### src/include/sddr_macros.svh
`ifndef SDDR_MACROS_SVH
`define SDDR_MACROS_SVH

// Memory geometry
`define BANK_BITS       3
`define ROW_BITS        13
`define COL_BITS        10
`define WORD_BITS       16
`define BURST_LEN       8

// Byte address is {bank, row, column, byte}
`define ADDR_BITS       27
`define DDR_ADDR_BITS   14

// DDR3 timing in ddr_clock_i cycles
`define T_RCD           3       // ACTIVATE to READ/WRITE
`define T_RP            4       // Precharge period
`define T_RFC           12      // REFRESH to next command
`define T_REFI          400     // Refresh interval
`define CAS_LAT         5
`define CAS_WR_LAT      5
`define WR_RECOVERY     5

`endif

### src/verilog/sddr_pkg.sv
`include "sddr_macros.svh"

package sddr_pkg;

    typedef logic [`ADDR_BITS-1:0] byte_addr_t;
    typedef logic [`WORD_BITS-1:0] word_t;
    typedef logic [`BURST_LEN*`WORD_BITS-1:0] burst_t;     // Word 0 in the low bits
    typedef logic [`BANK_BITS-1:0] bank_t;
    typedef logic [`DDR_ADDR_BITS-1:0] ddr_addr_t;

    // Bits are CS, RAS, CAS, WE, all active low
    typedef enum logic [3:0] {
        CMD_NOP      = 4'b0111,
        CMD_ACTIVATE = 4'b0011,
        CMD_READ     = 4'b0101,
        CMD_WRITE    = 4'b0100,
        CMD_REFRESH  = 4'b0001
    } ddr_cmd_t;

    typedef enum logic [2:0] {
        SEQ_IDLE,           // Bank precharged
        SEQ_ACTIVATE,
        SEQ_OP,
        SEQ_READ_WAIT,
        SEQ_WRITE_WAIT,
        SEQ_READ_END,
        SEQ_WRITE_END
    } seq_state_t;

endpackage

### src/verilog/wb_burst_port.sv
module wb_burst_port (
    input  logic                 ddr_clock_i,
    input  logic                 rst_i,

    input  logic                 wb_cyc_i,
    input  logic                 wb_stb_i,
    input  logic                 wb_we_i,
    input  sddr_pkg::byte_addr_t wb_adr_i,
    input  sddr_pkg::burst_t     wb_dat_i,
    output sddr_pkg::burst_t     wb_dat_o,
    output logic                 wb_ack_o,

    input  logic                 op_done_i,
    input  sddr_pkg::burst_t     rd_data_i,

    output logic                 req_valid_o,
    output sddr_pkg::byte_addr_t req_addr_o,
    output logic                 req_write_o,
    output sddr_pkg::burst_t     req_data_o
);
    logic wait_stb_drop;    // Burst acked, master still holds stb
    logic accept;

    assign accept = wb_cyc_i && wb_stb_i && !req_valid_o && !wb_ack_o && !wait_stb_drop;

    // Read capture holds the burst stable until the next read
    assign wb_dat_o = rd_data_i;

    always_ff @(posedge ddr_clock_i) begin
        if (rst_i) begin
            req_valid_o   <= 1'b0;
            wb_ack_o      <= 1'b0;
            wait_stb_drop <= 1'b0;
        end else begin
            wb_ack_o <= 1'b0;
            if (op_done_i) begin
                wb_ack_o      <= 1'b1;
                req_valid_o   <= 1'b0;
                wait_stb_drop <= 1'b1;
            end else if (wait_stb_drop) begin
                if (!wb_cyc_i || !wb_stb_i)
                    wait_stb_drop <= 1'b0;
            end else if (accept) begin
                req_valid_o <= 1'b1;
            end
        end
    end

    // Command payload
    always_ff @(posedge ddr_clock_i) begin
        if (accept) begin
            req_addr_o  <= wb_adr_i;
            req_write_o <= wb_we_i;
            req_data_o  <= wb_dat_i;
        end
    end

endmodule

### src/verilog/ddr_cmd_sequencer.sv
`include "sddr_macros.svh"

module ddr_cmd_sequencer (
    input  logic                 ddr_clock_i,
    input  logic                 rst_i,

    input  logic                 req_valid_i,
    input  sddr_pkg::byte_addr_t req_addr_i,
    input  logic                 req_write_i,

    input  logic                 refresh_pending_i,
    output logic                 refresh_grant_o,
    output logic                 op_done_o,
    output logic                 wr_load_o,
    output logic                 rd_sample_o,

    output logic                 ddr3_cke_o,
    output logic                 ddr3_cs_n_o,
    output logic                 ddr3_ras_n_o,
    output logic                 ddr3_cas_n_o,
    output logic                 ddr3_we_n_o,
    output sddr_pkg::bank_t      ddr3_ba_o,
    output sddr_pkg::ddr_addr_t  ddr3_addr_o,
    output logic                 ddr3_odt_o,
    output logic                 data_transfer_o,
    output logic                 data_write_o
);
    import sddr_pkg::*;

    localparam int COL_LSB   = $clog2(`WORD_BITS/8);
    localparam int ROW_LSB   = COL_LSB + `COL_BITS;
    localparam int BANK_LSB  = ROW_LSB + `ROW_BITS;
    localparam int HALF_BURST = `BURST_LEN/2;
    localparam int CNT_BITS  = $clog2(`T_RFC);

    seq_state_t           state;
    ddr_cmd_t             cmd_q;
    logic [CNT_BITS-1:0]  cnt;      // Cycles left before the state acts
    bank_t                req_bank;
    logic [`ROW_BITS-1:0] req_row;
    logic [`COL_BITS-1:0] req_col;

    assign req_bank = req_addr_i[BANK_LSB +: `BANK_BITS];
    assign req_row  = req_addr_i[ROW_LSB +: `ROW_BITS];
    assign req_col  = req_addr_i[COL_LSB +: `COL_BITS];

    assign {ddr3_cs_n_o, ddr3_ras_n_o, ddr3_cas_n_o, ddr3_we_n_o} = cmd_q;

    // Last cycle of the read burst
    assign rd_sample_o = (state == SEQ_READ_END) && (cnt == '0);

    always_ff @(posedge ddr_clock_i) begin
        if (rst_i) begin
            state           <= SEQ_IDLE;
            cnt             <= '0;
            cmd_q           <= CMD_NOP;
            ddr3_cke_o      <= 1'b0;
            ddr3_ba_o       <= '0;
            ddr3_addr_o     <= '0;
            ddr3_odt_o      <= 1'b0;
            data_transfer_o <= 1'b0;
            data_write_o    <= 1'b0;
            refresh_grant_o <= 1'b0;
            op_done_o       <= 1'b0;
            wr_load_o       <= 1'b0;
        end else begin
            ddr3_cke_o      <= 1'b1;
            cmd_q           <= CMD_NOP;
            ddr3_ba_o       <= '0;
            ddr3_addr_o     <= '0;
            refresh_grant_o <= 1'b0;
            op_done_o       <= 1'b0;
            wr_load_o       <= 1'b0;

            if (cnt != '0) begin
                cnt <= cnt - 1'b1;
            end else begin
                case (state)
                    SEQ_IDLE: begin
                        if (refresh_pending_i) begin    // Refresh wins over a request
                            cmd_q           <= CMD_REFRESH;
                            refresh_grant_o <= 1'b1;
                            cnt             <= CNT_BITS'(`T_RFC - 1);
                        end else if (req_valid_i) begin
                            state <= SEQ_ACTIVATE;
                        end
                    end
                    SEQ_ACTIVATE: begin
                        cmd_q       <= CMD_ACTIVATE;
                        ddr3_ba_o   <= req_bank;
                        ddr3_addr_o <= ddr_addr_t'(req_row);
                        cnt         <= CNT_BITS'(`T_RCD - 1);
                        state       <= SEQ_OP;
                    end
                    SEQ_OP: begin
                        ddr3_ba_o       <= req_bank;
                        ddr3_addr_o     <= ddr_addr_t'({1'b1, req_col});  // A10 auto-precharge
                        data_transfer_o <= 1'b1;
                        if (req_write_i) begin
                            cmd_q        <= CMD_WRITE;
                            ddr3_odt_o   <= 1'b1;
                            data_write_o <= 1'b1;
                            cnt          <= CNT_BITS'(`CAS_WR_LAT - 2);
                            state        <= SEQ_WRITE_WAIT;
                        end else begin
                            cmd_q <= CMD_READ;
                            cnt   <= CNT_BITS'(`CAS_LAT);
                            state <= SEQ_READ_WAIT;
                        end
                    end
                    SEQ_WRITE_WAIT: begin
                        wr_load_o <= 1'b1;      // Lanes start one cycle later
                        cnt       <= CNT_BITS'(HALF_BURST);
                        state     <= SEQ_WRITE_END;
                    end
                    SEQ_READ_WAIT: begin
                        cnt   <= CNT_BITS'(HALF_BURST - 1);
                        state <= SEQ_READ_END;
                    end
                    SEQ_WRITE_END: begin
                        ddr3_odt_o      <= 1'b0;
                        data_write_o    <= 1'b0;
                        data_transfer_o <= 1'b0;
                        op_done_o       <= 1'b1;
                        cnt             <= CNT_BITS'(`T_RP + `WR_RECOVERY - 1);
                        state           <= SEQ_IDLE;
                    end
                    SEQ_READ_END: begin
                        data_transfer_o <= 1'b0;
                        op_done_o       <= 1'b1;
                        cnt             <= CNT_BITS'(`T_RP - 1);
                        state           <= SEQ_IDLE;
                    end
                    default: state <= SEQ_IDLE;
                endcase
            end
        end
    end

endmodule

### src/verilog/ddr_refresh_timer.sv
`include "sddr_macros.svh"

module ddr_refresh_timer (
    input  logic ddr_clock_i,
    input  logic rst_i,
    input  logic refresh_grant_i,
    output logic refresh_pending_o
);
    localparam int CNT_BITS = $clog2(`T_REFI + 1);

    logic [CNT_BITS-1:0] refi_cnt;

    always_ff @(posedge ddr_clock_i) begin
        if (rst_i) begin
            refi_cnt          <= CNT_BITS'(`T_REFI);
            refresh_pending_o <= 1'b0;
        end else if (refresh_grant_i) begin
            refi_cnt          <= CNT_BITS'(`T_REFI);
            refresh_pending_o <= 1'b0;
        end else if (refi_cnt == '0) begin
            refresh_pending_o <= 1'b1;      // Held until the sequencer grants
        end else begin
            refi_cnt <= refi_cnt - 1'b1;
        end
    end

endmodule

### src/verilog/ddr_write_serializer.sv
`include "sddr_macros.svh"

module ddr_write_serializer (
    input  logic             ddr_clock_i,
    input  logic             rst_i,
    input  logic             wr_load_i,
    input  sddr_pkg::burst_t wr_data_i,
    output sddr_pkg::word_t  ddr3_dq0_o,
    output sddr_pkg::word_t  ddr3_dq1_o
);
    localparam int HALF_BURST = `BURST_LEN/2;
    localparam int LANE_BITS  = HALF_BURST*`WORD_BITS;

    logic [LANE_BITS-1:0] even_words;
    logic [LANE_BITS-1:0] odd_words;
    logic [LANE_BITS-1:0] lane0;
    logic [LANE_BITS-1:0] lane1;

    // Split the burst into even and odd words
    always_comb begin
        for (int i = 0; i < HALF_BURST; i++) begin
            even_words[i*`WORD_BITS +: `WORD_BITS] = wr_data_i[(2*i)*`WORD_BITS +: `WORD_BITS];
            odd_words[i*`WORD_BITS +: `WORD_BITS]  = wr_data_i[(2*i+1)*`WORD_BITS +: `WORD_BITS];
        end
    end

    always_ff @(posedge ddr_clock_i) begin
        if (rst_i) begin
            lane0 <= '0;
            lane1 <= '0;
        end else if (wr_load_i) begin
            lane0 <= even_words;
            lane1 <= odd_words;
        end else begin
            lane0 <= lane0 >> `WORD_BITS;   // Next word pair
            lane1 <= lane1 >> `WORD_BITS;
        end
    end

    assign ddr3_dq0_o = lane0[`WORD_BITS-1:0];
    assign ddr3_dq1_o = lane1[`WORD_BITS-1:0];

endmodule

### src/verilog/ddr_read_capture.sv
module ddr_read_capture (
    input  logic             ddr_clock_i,
    input  logic             rst_i,
    input  logic             rd_sample_i,
    input  sddr_pkg::burst_t ddr3_dq_i,
    output sddr_pkg::burst_t rd_data_o
);
    // Holds the last read burst until the next sample
    always_ff @(posedge ddr_clock_i) begin
        if (rst_i)
            rd_data_o <= '0;
        else if (rd_sample_i)
            rd_data_o <= ddr3_dq_i;
    end

endmodule

### src/verilog/sddr_ctrl_top.sv
module sddr_ctrl_top (
    input  logic                ddr_clock_i,
    input  logic                rst_i,

    input  logic                wb_cyc_i,
    input  logic                wb_stb_i,
    input  logic                wb_we_i,
    input  sddr_pkg::byte_addr_t wb_adr_i,
    input  sddr_pkg::burst_t    wb_dat_i,
    output sddr_pkg::burst_t    wb_dat_o,
    output logic                wb_ack_o,

    output logic                ddr3_cke_o,
    output logic                ddr3_cs_n_o,
    output logic                ddr3_ras_n_o,
    output logic                ddr3_cas_n_o,
    output logic                ddr3_we_n_o,
    output logic                ddr3_odt_o,
    output sddr_pkg::bank_t     ddr3_ba_o,
    output sddr_pkg::ddr_addr_t ddr3_addr_o,
    output sddr_pkg::word_t     ddr3_dq0_o,
    output sddr_pkg::word_t     ddr3_dq1_o,
    input  sddr_pkg::burst_t    ddr3_dq_i,

    output logic                data_transfer_o,
    output logic                data_write_o
);
    import sddr_pkg::*;

    logic       req_valid;
    byte_addr_t req_addr;
    logic       req_write;
    burst_t     req_data;
    logic       op_done;
    logic       refresh_pending;
    logic       refresh_grant;
    logic       wr_load;
    logic       rd_sample;
    burst_t     rd_data;

    wb_burst_port u_port (
        .ddr_clock_i (ddr_clock_i),
        .rst_i       (rst_i),
        .wb_cyc_i    (wb_cyc_i),
        .wb_stb_i    (wb_stb_i),
        .wb_we_i     (wb_we_i),
        .wb_adr_i    (wb_adr_i),
        .wb_dat_i    (wb_dat_i),
        .wb_dat_o    (wb_dat_o),
        .wb_ack_o    (wb_ack_o),
        .op_done_i   (op_done),
        .rd_data_i   (rd_data),
        .req_valid_o (req_valid),
        .req_addr_o  (req_addr),
        .req_write_o (req_write),
        .req_data_o  (req_data)
    );

    ddr_cmd_sequencer u_seq (
        .ddr_clock_i       (ddr_clock_i),
        .rst_i             (rst_i),
        .req_valid_i       (req_valid),
        .req_addr_i        (req_addr),
        .req_write_i       (req_write),
        .refresh_pending_i (refresh_pending),
        .refresh_grant_o   (refresh_grant),
        .op_done_o         (op_done),
        .wr_load_o         (wr_load),
        .rd_sample_o       (rd_sample),
        .ddr3_cke_o        (ddr3_cke_o),
        .ddr3_cs_n_o       (ddr3_cs_n_o),
        .ddr3_ras_n_o      (ddr3_ras_n_o),
        .ddr3_cas_n_o      (ddr3_cas_n_o),
        .ddr3_we_n_o       (ddr3_we_n_o),
        .ddr3_ba_o         (ddr3_ba_o),
        .ddr3_addr_o       (ddr3_addr_o),
        .ddr3_odt_o        (ddr3_odt_o),
        .data_transfer_o   (data_transfer_o),
        .data_write_o      (data_write_o)
    );

    ddr_refresh_timer u_refresh (
        .ddr_clock_i       (ddr_clock_i),
        .rst_i             (rst_i),
        .refresh_grant_i   (refresh_grant),
        .refresh_pending_o (refresh_pending)
    );

    ddr_write_serializer u_wr_ser (
        .ddr_clock_i (ddr_clock_i),
        .rst_i       (rst_i),
        .wr_load_i   (wr_load),
        .wr_data_i   (req_data),
        .ddr3_dq0_o  (ddr3_dq0_o),
        .ddr3_dq1_o  (ddr3_dq1_o)
    );

    ddr_read_capture u_rd_cap (
        .ddr_clock_i (ddr_clock_i),
        .rst_i       (rst_i),
        .rd_sample_i (rd_sample),
        .ddr3_dq_i   (ddr3_dq_i),
        .rd_data_o   (rd_data)
    );

endmodule

### config.mk
export PLATFORM = sky130hd
export DESIGN_NAME = sddr_ctrl_top
export DESIGN_NICKNAME = d
export VERILOG_FILES = /design/src/verilog/sddr_pkg.sv /design/src/verilog/wb_burst_port.sv /design/src/verilog/ddr_cmd_sequencer.sv /design/src/verilog/ddr_refresh_timer.sv /design/src/verilog/ddr_write_serializer.sv /design/src/verilog/ddr_read_capture.sv /design/src/verilog/sddr_ctrl_top.sv
export VERILOG_INCLUDE_DIRS = /design/src /design/src/include
export SDC_FILE = /design/constraint.sdc
export NUM_CORES = 1
export LEC_CHECK = 0
export BUFFER_PORTS_ARGS = -buffer_cell sky130_fd_sc_hd__buf_4
export CAP_MARGIN = 20
export CORE_UTILIZATION = 46
export DETAILED_ROUTE_END_ITERATION = 12
export GPL_ROUTABILITY_DRIVEN = 0
export PLACE_DENSITY_LB_ADDON = 0.12
export SETUP_SLACK_MARGIN = 0.02
export SYNTH_ARGS = -nofsm -noshare
export SYNTH_HDL_FRONTEND = slang
export SYNTH_SLANG_ARGS = --single-unit
export TNS_END_PERCENT = 100
### constraint.sdc
create_clock -name ddr_clock_i -period 17.62 [get_ports ddr_clock_i]
set_input_delay 2.643 -clock ddr_clock_i [delete_from_list [all_inputs] [get_ports ddr_clock_i]]
set_output_delay 2.643 -clock ddr_clock_i [all_outputs]
set_load 0.005 [all_outputs]
After elaboration in Yosys (flattened, before gate mapping)
Index checks and enable logic that the tools add are counted.

word-level totals
  register bits = 459
  input bits = 288
  output and inout bits = 186
  word-level logic and storage cells = 98

cells by class
  $add $sub $neg = 2
  equal/unequal tests = 10
  multiplexer cells = 25
  bitwise logic cells = 5
  reduce and logical (&&, ||, !) cells = 32

operator list
  kind                 count
  $mux 48              2
  $pmux 13 s2          1
  $pmux 4 s6           1
  $mux 3               5
  $pmux 3 s5           1
  $reduce_or 2->1      7
  $pmux 4 s3           1
  $mux 1               10
  $eq 3x3->1 const B   3
  $logic_not 9->1      1
  $sub 9x1->9 const B  1
  $mux 4               2
  $reduce_bool 7->1    1
  $eq 3x2->1 const B   2
  $ne 2x2->1 const B   3
  $reduce_and 2->1     3
  $reduce_and 3->1     2
  $reduce_or 3->1      2
  $logic_and 1x1->1    5
  $logic_not 1->1      5
  $not 1->1            5
  $logic_not 4->1      1
  $pmux 1 s2           2
  $reduce_bool 2->1    2
  6 further kinds      6

Longest topological paths before layout
  depth in word-level cells = 5
  gate-level depth with buffers = 8
  depth with buffers taken out = 5

Cells and area by module
From an unflattened synthesis, not the netlist that was laid out.

unflattened totals
  cells, all modules = 1,310
  area total of the unflattened synthesis = 16,767.3 um^2

modules (own cells, without submodules)
  module                times used  cells an instance  area each (um^2)  seq. area each (um^2)
  wb_burst_port         1           294                5,754.3           4,744.6
  ddr_read_capture      1           412                4,652.0           2,562.5
  ddr_write_serializer  1           410                4,536.9           2,562.5
  ddr_cmd_sequencer     1           142                1,335.0           640.6
  ddr_refresh_timer     1           52                 489.2             200.2

Least setup slack after synthesis
Ideal clock, no wire load.

  path kind = input to register
  start point = input port wb_cyc_i
  end point = register u_port.req_addr_o[10], enable pin
  setup time = 1.052 ns
  data arrival time = 17.279 ns
  data required time = 16.568 ns
  path slack = -0.711 ns
  cell stages on the path = 2
  buffers on the path = 0
  path through = nand2_1 > nor4_1

on the way
  word-level cells in the longest chain between the ends = 4

ends and longest elaborated chain
  what                             RTL line             text
  start: declaration               sddr_ctrl_top.sv:5   input logic wb_cyc_i,
  $logic_and 1x1->1 (4 in series)  wb_burst_port.sv:24  assign accept = wb_cyc_i && wb_stb_i && !req_valid_o && !wb_ack_o && !wait_stb_drop;
  via u_port.accept                wb_burst_port.sv:22  logic accept;
  end signal: assignment           wb_burst_port.sv:52  req_addr_o <= wb_adr_i;
  end: declaration                 wb_burst_port.sv:17  output sddr_pkg::byte_addr_t req_addr_o,

The timed path passes the listed nets, and every way through them passes these cells.
A chain may end at the register's enable or synchronous reset.

Worst setup path after layout
  start point = input port wb_cyc_i
  end point = register u_port.req_data_o[17], enable pin

on the way
  word-level cells in the longest chain between the ends = 4

ends and longest elaborated chain
  what                             RTL line             text
  $logic_and 1x1->1 (4 in series)  wb_burst_port.sv:24
  via u_port.accept                wb_burst_port.sv:22
  end signal: assignment           wb_burst_port.sv:54  req_data_o <= wb_dat_i;
  end: declaration                 wb_burst_port.sv:19  output sddr_pkg::burst_t req_data_o

The timed path passes the listed nets, and every way through them passes these cells.

==> summary.txt <==
Floorplanning
  – Die area: 35200 um2
  – Starting Density: roughly 47%
  – Die width: approximately 190 um
  – Cell Rows: 67
  – Die Height: 188 um
  – Ports: 474
  – Core Region: 33700 um2

Clocking
  – TritonCTS Buffers: 46
  – CTS tree: yes
  – Htree depth: 2
  – CTS Sinks: between 400 and 500
  – Clock buffer depth: 3
  – Clock transition at the registers of the reported paths: 0.06 ns
  – Worst-Skew Late Latency: 0.54 ns
  – Post-CTS Setup Inserts: 0
  – CTS resizes: 0
  – Root buffer cell: clkbuf_16
  – CTS Hold Buffers Added: 0

Placed design
  – Hpwl dp: 25.4 mm
  – # port buffers: between 400 and 500

Run
  – Max-cap viol count: 0

Hold path
  – Worst Min Path Start: u_port.req_data_o[116]$_DFFE_PP_
  – Cells on Worst Hold Path: 1
  – Worst Hold Class: reg -> reg
  – Hold Crit Endpoint: u_wr_ser.lane1[52]$_SDFF_PP0_

Power and ir drop
  – PwrDens: roughly 110 nW/um2
  – Logic gate share of total power: 11.6%
  – Clock Power Share: 39.8%
  – Switching share of power: between 20% and 30%
  – Switching power: 0.000584 W
  – Lkg Pwr: 8.05 nW
  – Power share of the sequential group: between 40% and 50%
  – VDD IR max: between 0.00008 and 0.00009 V
  – Internal: 0.00174 W

Yosys
  – Post-synthesis register bit count: 456
  – Synth warn: 0
  – Dominant synthesized flop cell: dfxtp_1
  – Sequential-to-total area share from yosys stat: 67.3%
  – Avg Cell Area, Syn: 11.7 um2
  – Post-synth EDFFs: 155
  – Synth Cell Area: 15900 um2
  – Synth Instances: approximately 1400
  – Synth cell types: 55
  – FFs w/ async S/R, synth: 0%

Detailed routing
  – Avg WL per Cell: about 17 um
  – DR iter-0 viols: 700
  – Vias per inst: just over 5
  – Via count: 11300
  – Post-DRT Antenna Nets: 0
  – DRC: 0
  – Final WL: 38.6 mm
  – 1st-pass router iterations: 5

STA
  – Post-route clock skew: 0.0107 ns
  – Final-report max-slew violation count: 0
  – Worst-Margin Slew: 1.05 ns
  – Number of setup violations in the final report: 0
  – RSZ-0062 raised after global routing: no
  – Final worst path period need: 4.67 ns
  – Final period utilization: 26.5%
  – Max Fclk: 214 MHz
  – Hold WS: 0.438 ns
  – Post-Route Setup TNS: 0 ns
  – Relative slew margins: 29.7%
  – Hold Vio Cnt, Final: 0

Finish
  – Nets: between 2000 and 2500
  – Area Growth Syn to Fin: 31.4%
  – Share of layout cells above drive strength 1: 32.1%
  – Core Util, Final: 61.9%
  – ANT cells: 0

Critical path
  – Crit-path cells: buf_4 > nand2_1 > nor4_4 > buf_4 > buf_4
  – R2R Path Start: u_seq.cnt[0]$_SDFFE_PP0P_
  – Crit path launch type: input pin
  – Worst r2r path cells: 7
  – Crit path DAT: 4.83 ns
  – Largest stage delay, worst path: 0.87 ns
  – R2R Setup Slk: between 10 and 15 ns
  – Crit Path Max Fanout: 80
  – Most frequent CP cell: buf_4
  – Req. time, crit path: around 18 ns
  – Setup crit end kind: register
  – Worst r2r dst: u_rd_cap.rd_data_o[83]$_SDFFE_PP0P_
  – Crit path kind: in -> reg
  – Crit-path slowest cell: buf_4

Global routing
  – Pin count of the biggest net entering global routing: between 100 and 150
  – Total grt overflow: 0
  – Tot GR Track Use: between 20% and 30%
  – Vias in the first global route: 10400
  – First-pass GRT wire length: a little under 60 mm
  – Initial antenna violation count: 2

Run status
  – Status: completed
## cell families after synthesis
group | after synthesis | synth area share [%]
other | 1 | 0.0236
adder cells (fa/ha/maj) | 2 | 0.158
AND/OR/NAND/NOR | 336 | 10.6
buffers and inverters | 154 | 5.06
flip-flops | 456 | 67.3
AO/OA/AOI/OAI | 309 | 10.4
multiplexers | 100 | 6.36
## routing by layer
layer / global-route usage (%) / vias to the layer above / routed length (um)
met2: 34.0 / 417 / 18300
met5: 0 / - / 31
met3: 5.56 / 97 / 2940
met4: 10.6 / 4 / 1950
met1: 24.8 / 5184 / 15400
li1: - / 5560 / -
## layout make-up
type / instances / area (um2)
inverters: 10 / 37.5
repair buffers: 485 / 3690
multi-input cells: 749 / 4420
well taps: 448 / 561
clock buffers: 66 / 1330
fillers: 2775 / 12800
clock inverters: 18 / 130
flip-flops and latches: 456 / 10700
## cell usage after synthesis (all sizes together) (4+ instances only)
cell type / instances / share of area [%]
clkbuf: 62 / 1.5
and3: 9 / 0.35
and2: 32 / 1.3
or3: 6 / 0.27
mux2i: 97 / 6.1
nand3: 133 / 4.2
nor4: 6 / 0.43
inv: 10 / 0.24
nor2: 120 / 2.8
a21oi: 134 / 4.2
dfxtp: 301 / 38
buf: 82 / 3.4
a22oi: 10 / 0.47
nor2b: 7 / 0.28
o21ai: 140 / 4.4
edfxtp: 155 / 29
a31oi: 4 / 0.16
nor3: 4 / 0.20
nand2: 4 / 0.095
## registers in the layout, summed over array words and instances, names as in the netlist, 3 cells and up
signal              count
u_seq.ddr3_ba_o         3
u_seq.ddr3_addr_o      13
u_seq.cnt               4
u_port.req_addr_o      26
u_rd_cap.rd_data_o    128
u_port.req_data_o     128
u_wr_ser.lane1         64
u_refresh.refi_cnt      9
u_seq.state             3
u_wr_ser.lane0         64
u_seq.cmd_q             3
## per-stage QoR
step	worst slack [ns]	instance area [um2]	total power (W)	cells
2_1_floorplan	5.85	15900	0.00134	1359
3_3_place_gp	12.42	19300	0.00141	2143
3_5_place_dp	12.39	19300	0.00141	2144
4_1_cts	12.97	20800	0.00234	2228
6_report	12.95	20900	0.00233	2232
5_1_grt	12.83	20900	0.00241	2232
## cells in the final DEF, fill, tap and decap left out, types with 32 or more instances in the layout
cell / instances
a21oi_1: 134
and2_1: 32
buf_4: 481
clkbuf_16: 47
dfxtp_1: 300
edfxtp_1: 155
mux2i_1: 97
nand3_1: 133
nor2_1: 120
o21ai_0: 137
## worst max-delay path by stage
stage,cells past startpoint,slack (ns),end,startpoint
floorplan,2,5.85,u_port.req_addr_o[10]$_DFFE_PP_,wb_cyc_i
global placement,5,12.42,u_port.req_data_o[88]$_DFFE_PP_,wb_cyc_i
detailed placement,5,12.39,u_port.req_data_o[88]$_DFFE_PP_,wb_cyc_i
CTS,5,12.97,u_port.req_data_o[76]$_DFFE_PP_,wb_cyc_i
global route,5,12.83,u_port.req_data_o[90]$_DFFE_PP_,wb_cyc_i
finish,5,12.95,u_port.req_data_o[17]$_DFFE_PP_,wb_cyc_i
## critical path, delay by kind of cell
kind,cells,cell delay (ns)
buf+inv,3,1.78
simple gates,2,0.24
## power groups by stage
stage / logic, W / registers (W) / clock network (W)
finish: 0.000270 / 0.00113 / 0.000927
global route: 0.000291 / 0.00113 / 0.000990
CTS: 0.000258 / 0.00113 / 0.000951
detailed placement: 0.000258 / 0.00115 / 0
global placement: 0.000257 / 0.00115 / 0
floorplan: 0.000186 / 0.00115 / 0
Note: power is estimated with default switching activity, not from simulation.
